$ cat src/arch_pkg.sv
/*
  ISA-level widths for the writeback and commit datapath.
  RV32-style machine with 32 architectural integer registers.
  Register 0 is hard-wired to zero by the register file.
*/

package arch_pkg;

  // ------------------------------------------------
  // Datapath widths
  // ------------------------------------------------

  // Data word and program counter
  parameter int XLEN = 32;

  // ------------------------------------------------
  // Architectural register space
  // ------------------------------------------------

  // Index width of an architectural register
  parameter int AREG_BITS = 5;

  // Registers addressable by AREG_BITS
  parameter int NUM_AREGS = 1 << AREG_BITS;

endpackage

$ cat src/commit_pkg.sv
/*
  Encodings used inside the writeback and commit stage.
  Slot state belongs to the reorder buffer, grant result to the arbiter.
*/

package commit_pkg;

  // ------------------------------------------------
  // Reorder buffer slot state
  // ------------------------------------------------

  // A slot is done once its result has been written
  typedef enum logic {
    SLOT_EMPTY = 1'b0,
    SLOT_DONE  = 1'b1
  } slot_state_e;

  // ------------------------------------------------
  // Arbiter outcome
  // ------------------------------------------------

  // GRANT_ONE qualifies the selected pipe index
  typedef enum logic {
    GRANT_NONE = 1'b0,
    GRANT_ONE  = 1'b1
  } grant_e;

endpackage

$ cat src/arch_regfile.sv
/*
  Architectural register file written only at commit.
  Register 0 reads zero whatever is written to it, the read port is combinational.
*/
`timescale 1ns/1ps

module arch_regfile (
  input  logic                           clk,
  input  logic                           rst,
  input  logic                           wen,
  input  logic [arch_pkg::AREG_BITS-1:0] waddr,
  input  logic [arch_pkg::XLEN-1:0]      wdata,
  input  logic [arch_pkg::AREG_BITS-1:0] raddr,
  output logic [arch_pkg::XLEN-1:0]      rdata
);

  logic [arch_pkg::XLEN-1:0] regs [arch_pkg::NUM_AREGS];

  always_ff @(posedge clk) begin
    if (rst) begin
      for (int i = 0; i < arch_pkg::NUM_AREGS; i++) begin
        regs[i] <= '0;
      end
    end else if (wen) begin
      regs[waddr] <= wdata;
    end
  end

  // Debug read, new data visible the cycle after the commit
  assign rdata = (raddr == '0) ? '0 : regs[raddr];

endmodule

$ cat src/rob.sv
/*
  Reorder buffer indexed by sequence number, depth 2**SEQ_BITS.
  Inserts land anywhere, entries leave only from the head in order.
  A slot must not be reinserted before it has been dequeued.
*/
`timescale 1ns/1ps

module rob #(
  parameter int SEQ_BITS  = 3,
  parameter int PREG_BITS = 6
) (
  input  logic                           clk,
  input  logic                           rst,

  input  logic                           ins_en,
  input  logic [SEQ_BITS-1:0]            ins_idx,
  input  logic [arch_pkg::XLEN-1:0]      ins_pc,
  input  logic [arch_pkg::AREG_BITS-1:0] ins_waddr,
  input  logic [arch_pkg::XLEN-1:0]      ins_wdata,
  input  logic                           ins_wen,
  input  logic [PREG_BITS-1:0]           ins_ppreg,

  output logic [SEQ_BITS-1:0]            head,
  output logic                           deq_val,
  output logic [arch_pkg::XLEN-1:0]      deq_pc,
  output logic [arch_pkg::AREG_BITS-1:0] deq_waddr,
  output logic [arch_pkg::XLEN-1:0]      deq_wdata,
  output logic                           deq_wen,
  output logic [PREG_BITS-1:0]           deq_ppreg
);

  localparam int DEPTH = 1 << SEQ_BITS;

  commit_pkg::slot_state_e        state     [DEPTH];
  logic [arch_pkg::XLEN-1:0]      pc_mem    [DEPTH];
  logic [arch_pkg::AREG_BITS-1:0] waddr_mem [DEPTH];
  logic [arch_pkg::XLEN-1:0]      wdata_mem [DEPTH];
  logic                           wen_mem   [DEPTH];
  logic [PREG_BITS-1:0]           ppreg_mem [DEPTH];

  // ------------------------------------------------
  // Head of the buffer
  // ------------------------------------------------

  assign deq_val   = (state[head] == commit_pkg::SLOT_DONE);
  assign deq_pc    = pc_mem[head];
  assign deq_waddr = waddr_mem[head];
  assign deq_wdata = wdata_mem[head];
  assign deq_ppreg = ppreg_mem[head];

  // Stale slot contents must never write the register file
  assign deq_wen   = deq_val & wen_mem[head];

  // ------------------------------------------------
  // Slot state and head pointer
  // ------------------------------------------------

  always_ff @(posedge clk) begin
    if (rst) begin
      head <= '0;
      for (int i = 0; i < DEPTH; i++) begin
        state[i] <= commit_pkg::SLOT_EMPTY;
      end
    end else begin
      // Depth is a power of two, so the head wraps by overflow
      if (deq_val) begin
        state[head] <= commit_pkg::SLOT_EMPTY;
        head        <= head + 1'b1;
      end
      if (ins_en) begin
        state[ins_idx] <= commit_pkg::SLOT_DONE;
      end
    end
  end

  // Slot payload
  always_ff @(posedge clk) begin
    if (ins_en) begin
      pc_mem[ins_idx]    <= ins_pc;
      waddr_mem[ins_idx] <= ins_waddr;
      wdata_mem[ins_idx] <= ins_wdata;
      wen_mem[ins_idx]   <= ins_wen;
      ppreg_mem[ins_idx] <= ins_ppreg;
    end
  end

endmodule

$ cat src/seq_arb.sv
/*
  Oldest-first arbiter over the execute pipes, purely combinational.
  Age is seq_num minus head modulo 2**SEQ_BITS, so no more than
  2**SEQ_BITS instructions may be in flight. Equal age goes to the lower index.
*/
`timescale 1ns/1ps

module seq_arb #(
  parameter int NUM_PIPES = 2,
  parameter int SEQ_BITS  = 3,
  parameter int IDX_BITS  = (NUM_PIPES > 1) ? $clog2(NUM_PIPES) : 1
) (
  input  logic [NUM_PIPES-1:0]               val,
  input  logic [NUM_PIPES-1:0][SEQ_BITS-1:0] seq_num,
  input  logic [SEQ_BITS-1:0]                head,
  output logic [NUM_PIPES-1:0]               gnt,
  output logic [IDX_BITS-1:0]                gnt_idx,
  output commit_pkg::grant_e                 result
);

  // Tree padded to a power of two, heap layout with root at node 0
  localparam int LEAVES = 1 << IDX_BITS;
  localparam int NODES  = 2 * LEAVES - 1;

  logic                node_val [NODES];
  logic [SEQ_BITS-1:0] node_age [NODES];
  logic [IDX_BITS-1:0] node_idx [NODES];

  always_comb begin
    // Pad leaves never win
    for (int i = 0; i < LEAVES; i++) begin
      node_val[LEAVES-1+i] = 1'b0;
      node_age[LEAVES-1+i] = '0;
      node_idx[LEAVES-1+i] = IDX_BITS'(i);
    end
    for (int i = 0; i < NUM_PIPES; i++) begin
      node_val[LEAVES-1+i] = val[i];
      node_age[LEAVES-1+i] = seq_num[i] - head;
    end

    // Reduce towards the root, left child holds the lower indices
    for (int n = LEAVES - 2; n >= 0; n--) begin
      if (node_val[2*n+1] &&
          (!node_val[2*n+2] || node_age[2*n+1] <= node_age[2*n+2])) begin
        node_val[n] = 1'b1;
        node_age[n] = node_age[2*n+1];
        node_idx[n] = node_idx[2*n+1];
      end else begin
        node_val[n] = node_val[2*n+2];
        node_age[n] = node_age[2*n+2];
        node_idx[n] = node_idx[2*n+2];
      end
    end
  end

  assign gnt_idx = node_idx[0];
  assign result  = node_val[0] ? commit_pkg::GRANT_ONE : commit_pkg::GRANT_NONE;

  // One-hot form of the winner
  always_comb begin
    for (int i = 0; i < NUM_PIPES; i++) begin
      gnt[i] = node_val[0] && (node_idx[0] == IDX_BITS'(i));
    end
  end

endmodule

$ cat src/wb_commit_top.sv
/*
  Top of the writeback and commit stage with its architectural register file.
  The front end keeps at most 2**SEQ_BITS instructions in flight.
*/
`timescale 1ns/1ps

module wb_commit_top #(
  parameter int NUM_PIPES = 2,
  parameter int SEQ_BITS  = 3,
  parameter int PREG_BITS = 6
) (
  input  logic                                          clk,
  input  logic                                          rst,

  input  logic [NUM_PIPES-1:0]                          ex_val,
  output logic [NUM_PIPES-1:0]                          ex_rdy,
  input  logic [NUM_PIPES-1:0][SEQ_BITS-1:0]            ex_seq_num,
  input  logic [NUM_PIPES-1:0][arch_pkg::XLEN-1:0]      ex_pc,
  input  logic [NUM_PIPES-1:0][arch_pkg::AREG_BITS-1:0] ex_waddr,
  input  logic [NUM_PIPES-1:0][arch_pkg::XLEN-1:0]      ex_wdata,
  input  logic [NUM_PIPES-1:0]                          ex_wen,
  input  logic [NUM_PIPES-1:0][PREG_BITS-1:0]           ex_preg,
  input  logic [NUM_PIPES-1:0][PREG_BITS-1:0]           ex_ppreg,

  output logic                                          cpl_val,
  output logic [SEQ_BITS-1:0]                           cpl_seq_num,
  output logic [arch_pkg::AREG_BITS-1:0]                cpl_waddr,
  output logic [arch_pkg::XLEN-1:0]                     cpl_wdata,
  output logic                                          cpl_wen,
  output logic [PREG_BITS-1:0]                          cpl_preg,

  output logic                                          cmt_val,
  output logic [SEQ_BITS-1:0]                           cmt_seq_num,
  output logic [arch_pkg::XLEN-1:0]                     cmt_pc,
  output logic [arch_pkg::AREG_BITS-1:0]                cmt_waddr,
  output logic [arch_pkg::XLEN-1:0]                     cmt_wdata,
  output logic                                          cmt_wen,
  output logic [PREG_BITS-1:0]                          cmt_ppreg,

  input  logic [arch_pkg::AREG_BITS-1:0]                dbg_raddr,
  output logic [arch_pkg::XLEN-1:0]                     dbg_rdata
);

  writeback_commit_unit #(
    .NUM_PIPES (NUM_PIPES),
    .SEQ_BITS  (SEQ_BITS),
    .PREG_BITS (PREG_BITS)
  ) wcu (
    .clk         (clk),
    .rst         (rst),
    .ex_val      (ex_val),
    .ex_rdy      (ex_rdy),
    .ex_seq_num  (ex_seq_num),
    .ex_pc       (ex_pc),
    .ex_waddr    (ex_waddr),
    .ex_wdata    (ex_wdata),
    .ex_wen      (ex_wen),
    .ex_preg     (ex_preg),
    .ex_ppreg    (ex_ppreg),
    .cpl_val     (cpl_val),
    .cpl_seq_num (cpl_seq_num),
    .cpl_waddr   (cpl_waddr),
    .cpl_wdata   (cpl_wdata),
    .cpl_wen     (cpl_wen),
    .cpl_preg    (cpl_preg),
    .cmt_val     (cmt_val),
    .cmt_seq_num (cmt_seq_num),
    .cmt_pc      (cmt_pc),
    .cmt_waddr   (cmt_waddr),
    .cmt_wdata   (cmt_wdata),
    .cmt_wen     (cmt_wen),
    .cmt_ppreg   (cmt_ppreg)
  );

  // Commit wen is already qualified by cmt_val
  arch_regfile arf (
    .clk   (clk),
    .rst   (rst),
    .wen   (cmt_wen),
    .waddr (cmt_waddr),
    .wdata (cmt_wdata),
    .raddr (dbg_raddr),
    .rdata (dbg_rdata)
  );

endmodule

$ cat src/writeback_commit_unit.sv
/*
  Writeback and commit stage with one result accepted per cycle.
  Completion is broadcast in the transfer cycle, the ROB is written a cycle later.
  Commits are never back-pressured and writes to register 0 are dropped.
*/
`timescale 1ns/1ps

module writeback_commit_unit #(
  parameter int NUM_PIPES = 2,
  parameter int SEQ_BITS  = 3,
  parameter int PREG_BITS = 6
) (
  input  logic                                          clk,
  input  logic                                          rst,

  // Execute pipes
  input  logic [NUM_PIPES-1:0]                          ex_val,
  output logic [NUM_PIPES-1:0]                          ex_rdy,
  input  logic [NUM_PIPES-1:0][SEQ_BITS-1:0]            ex_seq_num,
  input  logic [NUM_PIPES-1:0][arch_pkg::XLEN-1:0]      ex_pc,
  input  logic [NUM_PIPES-1:0][arch_pkg::AREG_BITS-1:0] ex_waddr,
  input  logic [NUM_PIPES-1:0][arch_pkg::XLEN-1:0]      ex_wdata,
  input  logic [NUM_PIPES-1:0]                          ex_wen,
  input  logic [NUM_PIPES-1:0][PREG_BITS-1:0]           ex_preg,
  input  logic [NUM_PIPES-1:0][PREG_BITS-1:0]           ex_ppreg,

  // Completion notification
  output logic                                          cpl_val,
  output logic [SEQ_BITS-1:0]                           cpl_seq_num,
  output logic [arch_pkg::AREG_BITS-1:0]                cpl_waddr,
  output logic [arch_pkg::XLEN-1:0]                     cpl_wdata,
  output logic                                          cpl_wen,
  output logic [PREG_BITS-1:0]                          cpl_preg,

  // Commit notification
  output logic                                          cmt_val,
  output logic [SEQ_BITS-1:0]                           cmt_seq_num,
  output logic [arch_pkg::XLEN-1:0]                     cmt_pc,
  output logic [arch_pkg::AREG_BITS-1:0]                cmt_waddr,
  output logic [arch_pkg::XLEN-1:0]                     cmt_wdata,
  output logic                                          cmt_wen,
  output logic [PREG_BITS-1:0]                          cmt_ppreg
);

  localparam int IDX_BITS = (NUM_PIPES > 1) ? $clog2(NUM_PIPES) : 1;

  logic [NUM_PIPES-1:0]           gnt;
  logic [IDX_BITS-1:0]            gnt_idx;
  commit_pkg::grant_e             result;
  logic                           granted;
  logic [SEQ_BITS-1:0]            rob_head;

  logic [SEQ_BITS-1:0]            sel_seq_num;
  logic [arch_pkg::XLEN-1:0]      sel_pc;
  logic [arch_pkg::AREG_BITS-1:0] sel_waddr;
  logic [arch_pkg::XLEN-1:0]      sel_wdata;
  logic                           sel_wen;
  logic [PREG_BITS-1:0]           sel_preg;
  logic [PREG_BITS-1:0]           sel_ppreg;

  logic                           x_val;
  logic [SEQ_BITS-1:0]            x_seq_num;
  logic [arch_pkg::XLEN-1:0]      x_pc;
  logic [arch_pkg::AREG_BITS-1:0] x_waddr;
  logic [arch_pkg::XLEN-1:0]      x_wdata;
  logic                           x_wen;
  logic [PREG_BITS-1:0]           x_ppreg;

  // ------------------------------------------------
  // Pipe selection
  // ------------------------------------------------

  seq_arb #(
    .NUM_PIPES (NUM_PIPES),
    .SEQ_BITS  (SEQ_BITS),
    .IDX_BITS  (IDX_BITS)
  ) arb (
    .val     (ex_val),
    .seq_num (ex_seq_num),
    .head    (rob_head),
    .gnt     (gnt),
    .gnt_idx (gnt_idx),
    .result  (result)
  );

  assign granted = (result == commit_pkg::GRANT_ONE);

  always_comb begin
    for (int i = 0; i < NUM_PIPES; i++) begin
      ex_rdy[i] = granted && (gnt_idx == IDX_BITS'(i));
    end
  end

  // Masked OR over the one-hot grant
  always_comb begin
    sel_seq_num = '0;
    sel_pc      = '0;
    sel_waddr   = '0;
    sel_wdata   = '0;
    sel_wen     = 1'b0;
    sel_preg    = '0;
    sel_ppreg   = '0;
    for (int i = 0; i < NUM_PIPES; i++) begin
      sel_seq_num |= ex_seq_num[i] & {SEQ_BITS{gnt[i]}};
      sel_pc      |= ex_pc[i] & {arch_pkg::XLEN{gnt[i]}};
      sel_waddr   |= ex_waddr[i] & {arch_pkg::AREG_BITS{gnt[i]}};
      sel_wdata   |= ex_wdata[i] & {arch_pkg::XLEN{gnt[i]}};
      sel_wen     |= ex_wen[i] & gnt[i];
      sel_preg    |= ex_preg[i] & {PREG_BITS{gnt[i]}};
      sel_ppreg   |= ex_ppreg[i] & {PREG_BITS{gnt[i]}};
    end
  end

  // Completion goes out in the transfer cycle
  assign cpl_val     = granted;
  assign cpl_seq_num = sel_seq_num;
  assign cpl_waddr   = sel_waddr;
  assign cpl_wdata   = sel_wdata;
  assign cpl_wen     = sel_wen && (sel_waddr != '0);
  assign cpl_preg    = sel_preg;

  // ------------------------------------------------
  // X pipeline register
  // ------------------------------------------------

  always_ff @(posedge clk) begin
    if (rst) begin
      x_val <= 1'b0;
    end else begin
      x_val <= granted;
    end
  end

  always_ff @(posedge clk) begin
    if (granted) begin
      x_seq_num <= sel_seq_num;
      x_pc      <= sel_pc;
      x_waddr   <= sel_waddr;
      x_wdata   <= sel_wdata;
      x_wen     <= sel_wen;
      x_ppreg   <= sel_ppreg;
    end
  end

  // ------------------------------------------------
  // Reorder buffer
  // ------------------------------------------------

  rob #(
    .SEQ_BITS  (SEQ_BITS),
    .PREG_BITS (PREG_BITS)
  ) reorder_buf (
    .clk       (clk),
    .rst       (rst),
    .ins_en    (x_val),
    .ins_idx   (x_seq_num),
    .ins_pc    (x_pc),
    .ins_waddr (x_waddr),
    .ins_wdata (x_wdata),
    .ins_wen   (x_wen && (x_waddr != '0)),
    .ins_ppreg (x_ppreg),
    .head      (rob_head),
    .deq_val   (cmt_val),
    .deq_pc    (cmt_pc),
    .deq_waddr (cmt_waddr),
    .deq_wdata (cmt_wdata),
    .deq_wen   (cmt_wen),
    .deq_ppreg (cmt_ppreg)
  );

  // The head is the sequence number being committed
  assign cmt_seq_num = rob_head;

endmodule
$ cat config.mk
export PLATFORM = sky130hd
export DESIGN_NAME = wb_commit_top
export DESIGN_NICKNAME = d
export VERILOG_FILES = /design/src/arch_pkg.sv /design/src/commit_pkg.sv /design/src/arch_regfile.sv /design/src/rob.sv /design/src/seq_arb.sv /design/src/wb_commit_top.sv /design/src/writeback_commit_unit.sv
export SDC_FILE = /design/constraint.sdc
export NUM_CORES = 2
export LEC_CHECK = 0
export ABC_AREA = 1
export ABC_CLOCK_PERIOD_IN_PS = 4300
export BUFFER_PORTS_ARGS = -buffer_cell sky130_fd_sc_hd__buf_2
export CAP_MARGIN = 30
export CORE_ASPECT_RATIO = 0.8
export CORE_UTILIZATION = 50
export CTS_CLUSTER_DIAMETER = 200
export CTS_CLUSTER_SIZE = 16
export DETAILED_ROUTE_END_ITERATION = 10
export GPL_ROUTABILITY_DRIVEN = 0
export GPL_TIMING_DRIVEN = 1
export PLACE_DENSITY = 0.7
export REMOVE_ABC_BUFFERS = 1
export SLEW_MARGIN = 20
export SYNTH_ARGS = -nofsm -noshare
export SYNTH_HDL_FRONTEND = slang
export SYNTH_SLANG_ARGS = --single-unit
$ cat constraint.sdc
create_clock -name clk -period 4.3 [get_ports clk]
set_input_delay 0.86 -clock clk [delete_from_list [all_inputs] [get_ports clk]]
set_output_delay 0.86 -clock clk [all_outputs]
set_load 0.05 [all_outputs]
After elaboration in Yosys (flattened, before gate mapping)
Memory sizes are Yosys's and may differ from the RTL's. A register that Yosys moved wholly into a read port is not among the register bits.
Cells that the tools add are included.

storage, ports and cells
  memories kept = 7
  flip-flop bits (word level) = 83
  output and inout bits = 162
  word-level logic and storage cells = 93
  memory bits (writable) = 1640

memory list
  name                       words  bits a word  rd ports  clocked after Yosys merged registers in  wr ports  line                RTL
  arf.regs                   32     32           1         0                                        32        arch_regfile.sv:17  logic [arch_pkg::XLEN-1:0] regs [arch_pkg::NUM_AREGS];
  wcu.reorder_buf.pc_mem     8      32           1         1                                        1         rob.sv:35           logic [arch_pkg::XLEN-1:0] pc_mem [DEPTH];
  wcu.reorder_buf.wdata_mem  8      32           1         1                                        1         rob.sv:37           logic [arch_pkg::XLEN-1:0] wdata_mem [DEPTH];
  wcu.reorder_buf.ppreg_mem  8      6            1         1                                        1         rob.sv:39           logic [PREG_BITS-1:0] ppreg_mem [DEPTH];
  wcu.reorder_buf.waddr_mem  8      5            1         1                                        1         rob.sv:36           logic [arch_pkg::AREG_BITS-1:0] waddr_mem [DEPTH];
  wcu.reorder_buf.state      8      1            1         1                                        8         rob.sv:34           commit_pkg::slot_state_e state [DEPTH];
  +1 memories                -      -            -         -                                        -         -

operators by class
  reduce and logical (&&, ||, !) cells = 15
  add/sub/neg operators = 3
  bitwise operators = 22
  multiplexer cells = 37
  order comparisons = 1

operators by type and width
  operator                                     count
  AND 32 bit                                   4
  two-way mux 32 bit                           2
  bitwise OR 32 bit                            2
  two-way mux 3 bit                            14
  OR reduction 32 bit                          1
  AND 6 bit                                    4
  two-way mux 1 bit                            20
  bitwise OR 6 bit                             2
  AND 5 bit                                    2
  nonzero test 5 bit                           2
  logical AND 1 bit                            7
  AND 3 bit                                    2
  subtractor 3 bit                             2
  logical NOT 5 bit                            1
  two-way mux 5 bit                            1
  bitwise OR 5 bit                             1
  adder 3 x 1 -> 3 bit, second input constant  1
  AND 1 bit                                    3
  less-or-equal comparator 3 bit               1
  bitwise OR 3 bit                             1
  OR reduction 1 bit                           2
  logical NOT 1 bit                            1
  logical OR 1 bit                             1
  bitwise OR 1 bit                             1

Depth between registers and ports, before layout
  depth after elaboration = 10
  gate-level depth with buffers = 19
  mapped depth without buffers = 18

Modules after synthesis
Synthesis repeated with hierarchy kept, for this count alone.

second synthesis, totals
  cell total of the unflattened synthesis = 6982
  area total of the unflattened synthesis = 74783.0 um^2

by module, submodules not included
  module                 area each (um^2)  instances  cells an instance
  arch_regfile           46856.2           1          4820
  rob                    24392.1           1          1922
  writeback_commit_unit  3306.9            1          209
  seq_arb                227.7             1          31

Worst setup path after synthesis
Ideal clock, no wire load.

  path kind = input port to output port
  from = in ex_seq_num[3] (netlist name)
  to = out cpl_wen
  stages = 17
  path slack = -0.869 ns
  data arrival time = 4.309 ns
  required time = 3.440 ns
  path through = inv_1 > ha_1 > fa_1 > xnor2_1 > xor2_1 > ha_1 > nand3_1 > nand2_1 > inv_1 > nand2_1 > nand2_1 > nand2_1 > o21ai_0 > inv_1 > nand3_1 > nand2_1 > inv_1

between the ends
  longest elaborated chain between the ends = 10

ends and longest elaborated chain
  item                                line                          RTL
  from (decl)                         wb_commit_top.sv:17           input logic [NUM_PIPES-1:0][SEQ_BITS-1:0] ex_seq_num,
  subtractor 3 bit (*)                seq_arb.sv:38                 node_age[LEAVES-1+i] = seq_num[i] - head;
  less-or-equal comparator 3 bit (*)  seq_arb.sv:44                 (!node_val[2*n+2] || node_age[2*n+1] <= node_age[2*n+2])) begin
  logical OR 1 bit (*)                seq_arb.sv:44
  logical AND 1 bit (*)               seq_arb.sv:43                 if (node_val[2*n+1] &&
  two-way mux 1 bit                   seq_arb.sv:43
  logical AND 1 bit                   seq_arb.sv:62                 gnt[i] = node_val[0] && (node_idx[0] == IDX_BITS'(i));
  AND 5 bit                           writeback_commit_unit.sv:106  sel_waddr |= ex_waddr[i] & {arch_pkg::AREG_BITS{gnt[i]}};
  bitwise OR 5 bit (*)                writeback_commit_unit.sv:106
  via cpl_waddr (one bit)             wb_commit_top.sv:27           output logic [arch_pkg::AREG_BITS-1:0] cpl_waddr,
  nonzero test 5 bit (*)              writeback_commit_unit.sv:119  assign cpl_wen = sel_wen && (sel_waddr != '0);
  logical AND 1 bit (*)               writeback_commit_unit.sv:119
  to (decl)                           wb_commit_top.sv:29           output logic cpl_wen,

Mark *: on every way through the listed nets, which the timed path passes. The rest lies on a longest branch.

Worst setup path after layout
  from = reg wcu.reorder_buf.head[0]
  to = out cpl_wdata[9] (netlist name)

between the ends
  longest elaborated chain between the ends = 8

ends and longest elaborated chain
  item                                line                          RTL
  from (decl)                         rob.sv:23                     output logic [SEQ_BITS-1:0] head,
  from (signal assigned)              rob.sv:68                     head <= head + 1'b1;
  subtractor 3 bit                    seq_arb.sv:38
  less-or-equal comparator 3 bit (*)  seq_arb.sv:44
  logical OR 1 bit (*)                seq_arb.sv:44
  logical AND 1 bit (*)               seq_arb.sv:43
  two-way mux 1 bit                   seq_arb.sv:43
  logical AND 1 bit                   seq_arb.sv:62
  AND 32 bit                          writeback_commit_unit.sv:107  sel_wdata |= ex_wdata[i] & {arch_pkg::XLEN{gnt[i]}};
  bitwise OR 32 bit (*)               writeback_commit_unit.sv:107
  to (decl)                           wb_commit_top.sv:28           output logic [arch_pkg::XLEN-1:0] cpl_wdata,

Every way passes the cells marked *; elsewhere a longest branch is shown, timed or not.

==> reports/metrics.sh <==
STATUS='finished with violations'
VIOLATED_CHECKS='setup timing'
YOSYS_WARNINGS=0
DRTITER0DRC=7187
UTILIZATION_PCT=56.29
VDD.IR_DROP.WORST_mV=0.7464
GLOBAL_ROUTE_WIRE_LENGTH_BEFORE_REPAIR_MICRONS=320200
CLK-INSERTION-DELAY-LATE_NS=0.82
DP_HPWL_MICRONS=122400
OVERFLOW=0
DIE_AREA_SQ_UM=150100
HOLD_VIOLATIONS=0
DRT_WL_TOTAL_MICRONS=215500
MAXSLEWVIOLCOUNT=0
SYNTH_EDF_COUNT=1711
POWER_DENSITY_nW_PER_UM2=578.3
ANTENNA_VIOLATIONS_BEFORE_REPAIR=4
VIA_COUNT_OF_THE_FIRST_GLOBAL_ROUTING_PASS=51270
FLOORPLAN.CORE_AREA_SQ_UM=147600
SYNTHARSTFLOPSHARE_PCT=0
CTS_TREE='done'
SLEW_HEADROOM_PCT=31.56
CRITICAL_PATH.MAX_FANOUT=24
SYNTH_SEQ_AREA_SHARE_PCT=69.57
WORSTSETUPPATHTYPE='flop to output port'
DRT-VIAS-PER-INSTANCE=6.051
FF2FF_SETUP_SLACK_NS=0.46
POST_SYNTH_INST_COUNT=6763
YOSYS.AREA.TOP_TYPE_SHARE_PCT=69.16
ANTENNA-DIODE-COUNT=0
P_TOTAL_uW=48030
GLOBALROUTEMET1UTIL_PCT=39.23
FINALSETUPVIOLCOUNT=29
DRT_FIRST_PASS_ITERS=6
PLACE.PORT_BUFFERS=340
FLOORPLAN.INITIALDENSITY_PCT=50.34
SYNTHDISTINCTLIBCELLS=33
SEQUENTIAL_CELL_AREA_SQ_UM=51690
YOSYS-TOP-CELLS-AREA='sky130_fd_sc_hd__edfxtp_1 69%, sky130_fd_sc_hd__nor2_1 7.2%, sky130_fd_sc_hd__nand2_1 4.8%'
CP.ARRIVAL_NS=3.54
FINALWORSTSETUPSLACK_NS=-0.1037
WORST_EP_REQUIRED_TIME_NS=3.44
RSZ0062_AT_GRT='true'
DOMINANTREGCELLSYNTH='sky130_fd_sc_hd__edfxtp_1'
CLKSINKCOUNT=1726
TRACK_USAGE_PCT=28.22
GRT_MAX_DEGREE=95
MAX_SLEW.WORST_PIN.SLEW_NS=1.027
GLOBAL_ROUTE.USAGE.MET2_PCT=44.53
CHIPHEIGHT_MICRONS=346.8
DRTANTENNAVIOLNETS=0
IO_PINS=341
MIN_PERIOD_NS=4.404
GRT-BUSIEST-LAYER='met2'
CRITPATHLAUNCHTYPE='flop'
YOSYS_REGISTER_BITS=1726
WORST_HOLD_PATH_TYPE='primary input to flop'
FINAL_PERIOD_UTIL_PCT=102.4
SYN-MEAN-INSTANCE-AREA_SQ_UM=10.98
TIMING.FMAX_GHz=0.2271
TOTAL_CLOCK_BUFFERS_CREATED_BY_CTS=118
CRITICAL_PATH.ENDPOINT_TYPE='output port'
ROWS=126
CTS.REPORTEDPATHS.CLKPINSLEW_NS=0.07
DRIVE_ABOVE_1_SHARE_PCT=12.54
DRC_ERRORS=0
YOSYSTOPAREACELL='sky130_fd_sc_hd__edfxtp_1'
MULTI_INPUT_COMB_AREA_SQ_UM=20130
DIE_W_MICRONS=432.9
SYNTHESIS.AREA_SQ_UM=74290
CTS-HOLD-FIX-BUFFERS=0
STATIC_LEAKAGE_uW=0.03032
ROUTEDWLPERCELL_MICRONS=24.15
FILLCELLCOUNT=12210
NUM_VIAS=53990
CTS.PATH.MAX_BUFFERS=3
CTS.HTREE.LEVELS=3
GLOBALROUTEMET3UTIL_PCT=5.148
CTS_ROOT_BUFFER='sky130_fd_sc_hd__clkbuf_16'
FINAL.SETUP_SKEW_NS=0.06715
FINALNETCOUNT=7107
LAYOUT-AREA-OVERHEAD-VS-SYNTH_PCT=11.81
CAP_VIOL_MAX_COUNT=0
## cells in the mapped netlist (2+ instances only)
cell / n
sky130_fd_sc_hd__a21oi_1: 194
sky130_fd_sc_hd__a22o_1: 78
sky130_fd_sc_hd__a31oi_1: 38
sky130_fd_sc_hd__buf_1: 45
sky130_fd_sc_hd__buf_2: 175
sky130_fd_sc_hd__buf_4: 7
sky130_fd_sc_hd__buf_6: 2
sky130_fd_sc_hd__clkbuf_1: 380
sky130_fd_sc_hd__dfxtp_1: 15
sky130_fd_sc_hd__edfxtp_1: 1711
sky130_fd_sc_hd__fa_1: 2
sky130_fd_sc_hd__ha_1: 6
sky130_fd_sc_hd__inv_1: 98
sky130_fd_sc_hd__inv_2: 8
sky130_fd_sc_hd__nand2_1: 948
sky130_fd_sc_hd__nand2_2: 4
sky130_fd_sc_hd__nand3_1: 319
sky130_fd_sc_hd__nand3_2: 7
sky130_fd_sc_hd__nand4_1: 13
sky130_fd_sc_hd__nor2_1: 1427
sky130_fd_sc_hd__nor2_4: 3
sky130_fd_sc_hd__nor3_1: 449
sky130_fd_sc_hd__o21a_1: 32
sky130_fd_sc_hd__o21ai_0: 533
sky130_fd_sc_hd__o21ai_1: 18
sky130_fd_sc_hd__o22ai_1: 167
sky130_fd_sc_hd__o31ai_1: 76
sky130_fd_sc_hd__xnor2_1: 2
sky130_fd_sc_hd__xor2_1: 2
## worst max-delay path: stages (launching register included)
cell,delay [ns]
sky130_fd_sc_hd__dfxtp_4,0.37
sky130_fd_sc_hd__ha_4,0.15
sky130_fd_sc_hd__fa_2,0.35
sky130_fd_sc_hd__xnor2_2,0.18
sky130_fd_sc_hd__xor2_1,0.22
sky130_fd_sc_hd__ha_1,0.30
sky130_fd_sc_hd__a21oi_2,0.15
sky130_fd_sc_hd__nand2_2,0.07
sky130_fd_sc_hd__nand2_4,0.09
sky130_fd_sc_hd__nand2_8,0.08
sky130_fd_sc_hd__inv_8,0.14
sky130_fd_sc_hd__buf_12,0.21
sky130_fd_sc_hd__a22o_1,0.22
sky130_fd_sc_hd__buf_6,0.17
## final timing paths
| kind | from | depth (start not counted) | end |
|---|---|---|---|
| max | wcu.reorder_buf.head[0] | 13 | cpl_wdata[9] |
| min | ex_pc[59] | 2 | wcu.x_pc[27] |
| max reg2reg | flop | 12 | arf.regs[17][21] |
| min reg2reg | wcu.reorder_buf.state[7] | 2 | wcu.reorder_buf.state[7] |
## layer usage
| metal | wire length, microns | vias up |
|---|---|---|
| met5 | 8 | - |
| li1 | - | 24070 |
| met4 | 7622 | 2 |
| met3 | 23350 | 381 |
| met1 | 84010 | 26430 |
| met2 | 100500 | 3119 |
## registers in the layout (all words and copies together) (netlist names), named ones only
register and flops:
arf.regs 1024, wcu.reorder_buf.pc_mem 256, wcu.reorder_buf.wdata_mem 256, wcu.reorder_buf.ppreg_mem 48, wcu.reorder_buf.waddr_mem 40, wcu.x_pc 32, wcu.x_wdata 32, wcu.reorder_buf.state 8
wcu.reorder_buf.wen_mem 8, wcu.x_ppreg 6, wcu.x_waddr 5, wcu.reorder_buf.head 3, wcu.x_seq_num 3, wcu.x_val 1, wcu.x_wen 1
## cell type report
type	instances	area share (%)
multi-input combinational	4321	24.24
tap	1984	2.989
timing repair buffer	646	6.117
clock buffer	130	3.609
clock inverter	9	0.2711
inverter	107	0.5408
sequential	1726	62.24
## cells by family (layout without fill, tap and decap cells)
group                      count (synthesis)  in the layout  synth area share, %
xor gates and xnor gates                   4              4              0.04717
AOI/OAI and AO/OA                       1136           1136                8.757
and+or+nand+nor                         3173           3173                17.50
adders and majority gates                  8              8               0.1550
buffers and inverters                    716            892                3.968
DFF                                     1726           1726                69.57
## power by group
part	internal [uW]	switching (uW)	total, uW
clock	4950	5630	10600
combinational	3700	13000	16700
sequential	20000	710	20700
## layout by cell type (no fill, tap or decap), types with 14 or more instances in the layout
cell / netlist / layout
sky130_fd_sc_hd__edfxtp_1: 1711 / 1711
sky130_fd_sc_hd__nor2_1: 1427 / 1419
sky130_fd_sc_hd__nand2_1: 948 / 931
sky130_fd_sc_hd__o21ai_0: 533 / 517
sky130_fd_sc_hd__nor3_1: 449 / 449
sky130_fd_sc_hd__nand3_1: 319 / 316
sky130_fd_sc_hd__buf_2: 175 / 288
sky130_fd_sc_hd__buf_4: 7 / 249
sky130_fd_sc_hd__a21oi_1: 194 / 193
sky130_fd_sc_hd__o22ai_1: 167 / 166
sky130_fd_sc_hd__clkbuf_16: 0 / 119
sky130_fd_sc_hd__inv_1: 98 / 92
sky130_fd_sc_hd__o31ai_1: 76 / 76
sky130_fd_sc_hd__a22o_1: 78 / 66
sky130_fd_sc_hd__buf_12: 0 / 53
sky130_fd_sc_hd__buf_6: 2 / 47
sky130_fd_sc_hd__a31oi_1: 38 / 38
sky130_fd_sc_hd__o21a_1: 32 / 31
sky130_fd_sc_hd__o21ai_1: 18 / 18
sky130_fd_sc_hd__nand2_2: 4 / 16
sky130_fd_sc_hd__o21ai_4: 0 / 14
## stage by stage
stage | setup WS, ns | hold slack [ns] | setup TNS (ns) | area, sq um | instances
2_1_floorplan | -13.43 | 0.4434 | - | 71740 | 6154
3_5_place_dp | -0.2002 | 0.4616 | -5.758 | 79050 | 8761
3_3_place_gp | -0.06316 | 0.4603 | -1.361 | 79050 | 8761
4_1_cts | -0.1172 | 0.2786 | -1.381 | 82770 | 8911
6_report | -0.1037 | 0.3441 | -1.613 | 83060 | 8923
5_1_grt | -0.2259 | 0.3045 | -6.389 | 83060 | 8923
## timing repair
| item | CTS | global route |
|---|---|---|
| endpoints found under the setup margin | 52 | 50 |
| setup buffers | 8 | 11 |
| pin swaps | 7 | 20 |
| resized for setup | 103 | 45 |
| gates cloned | 3 | 1 |
(Power assumes the default switching activity.)
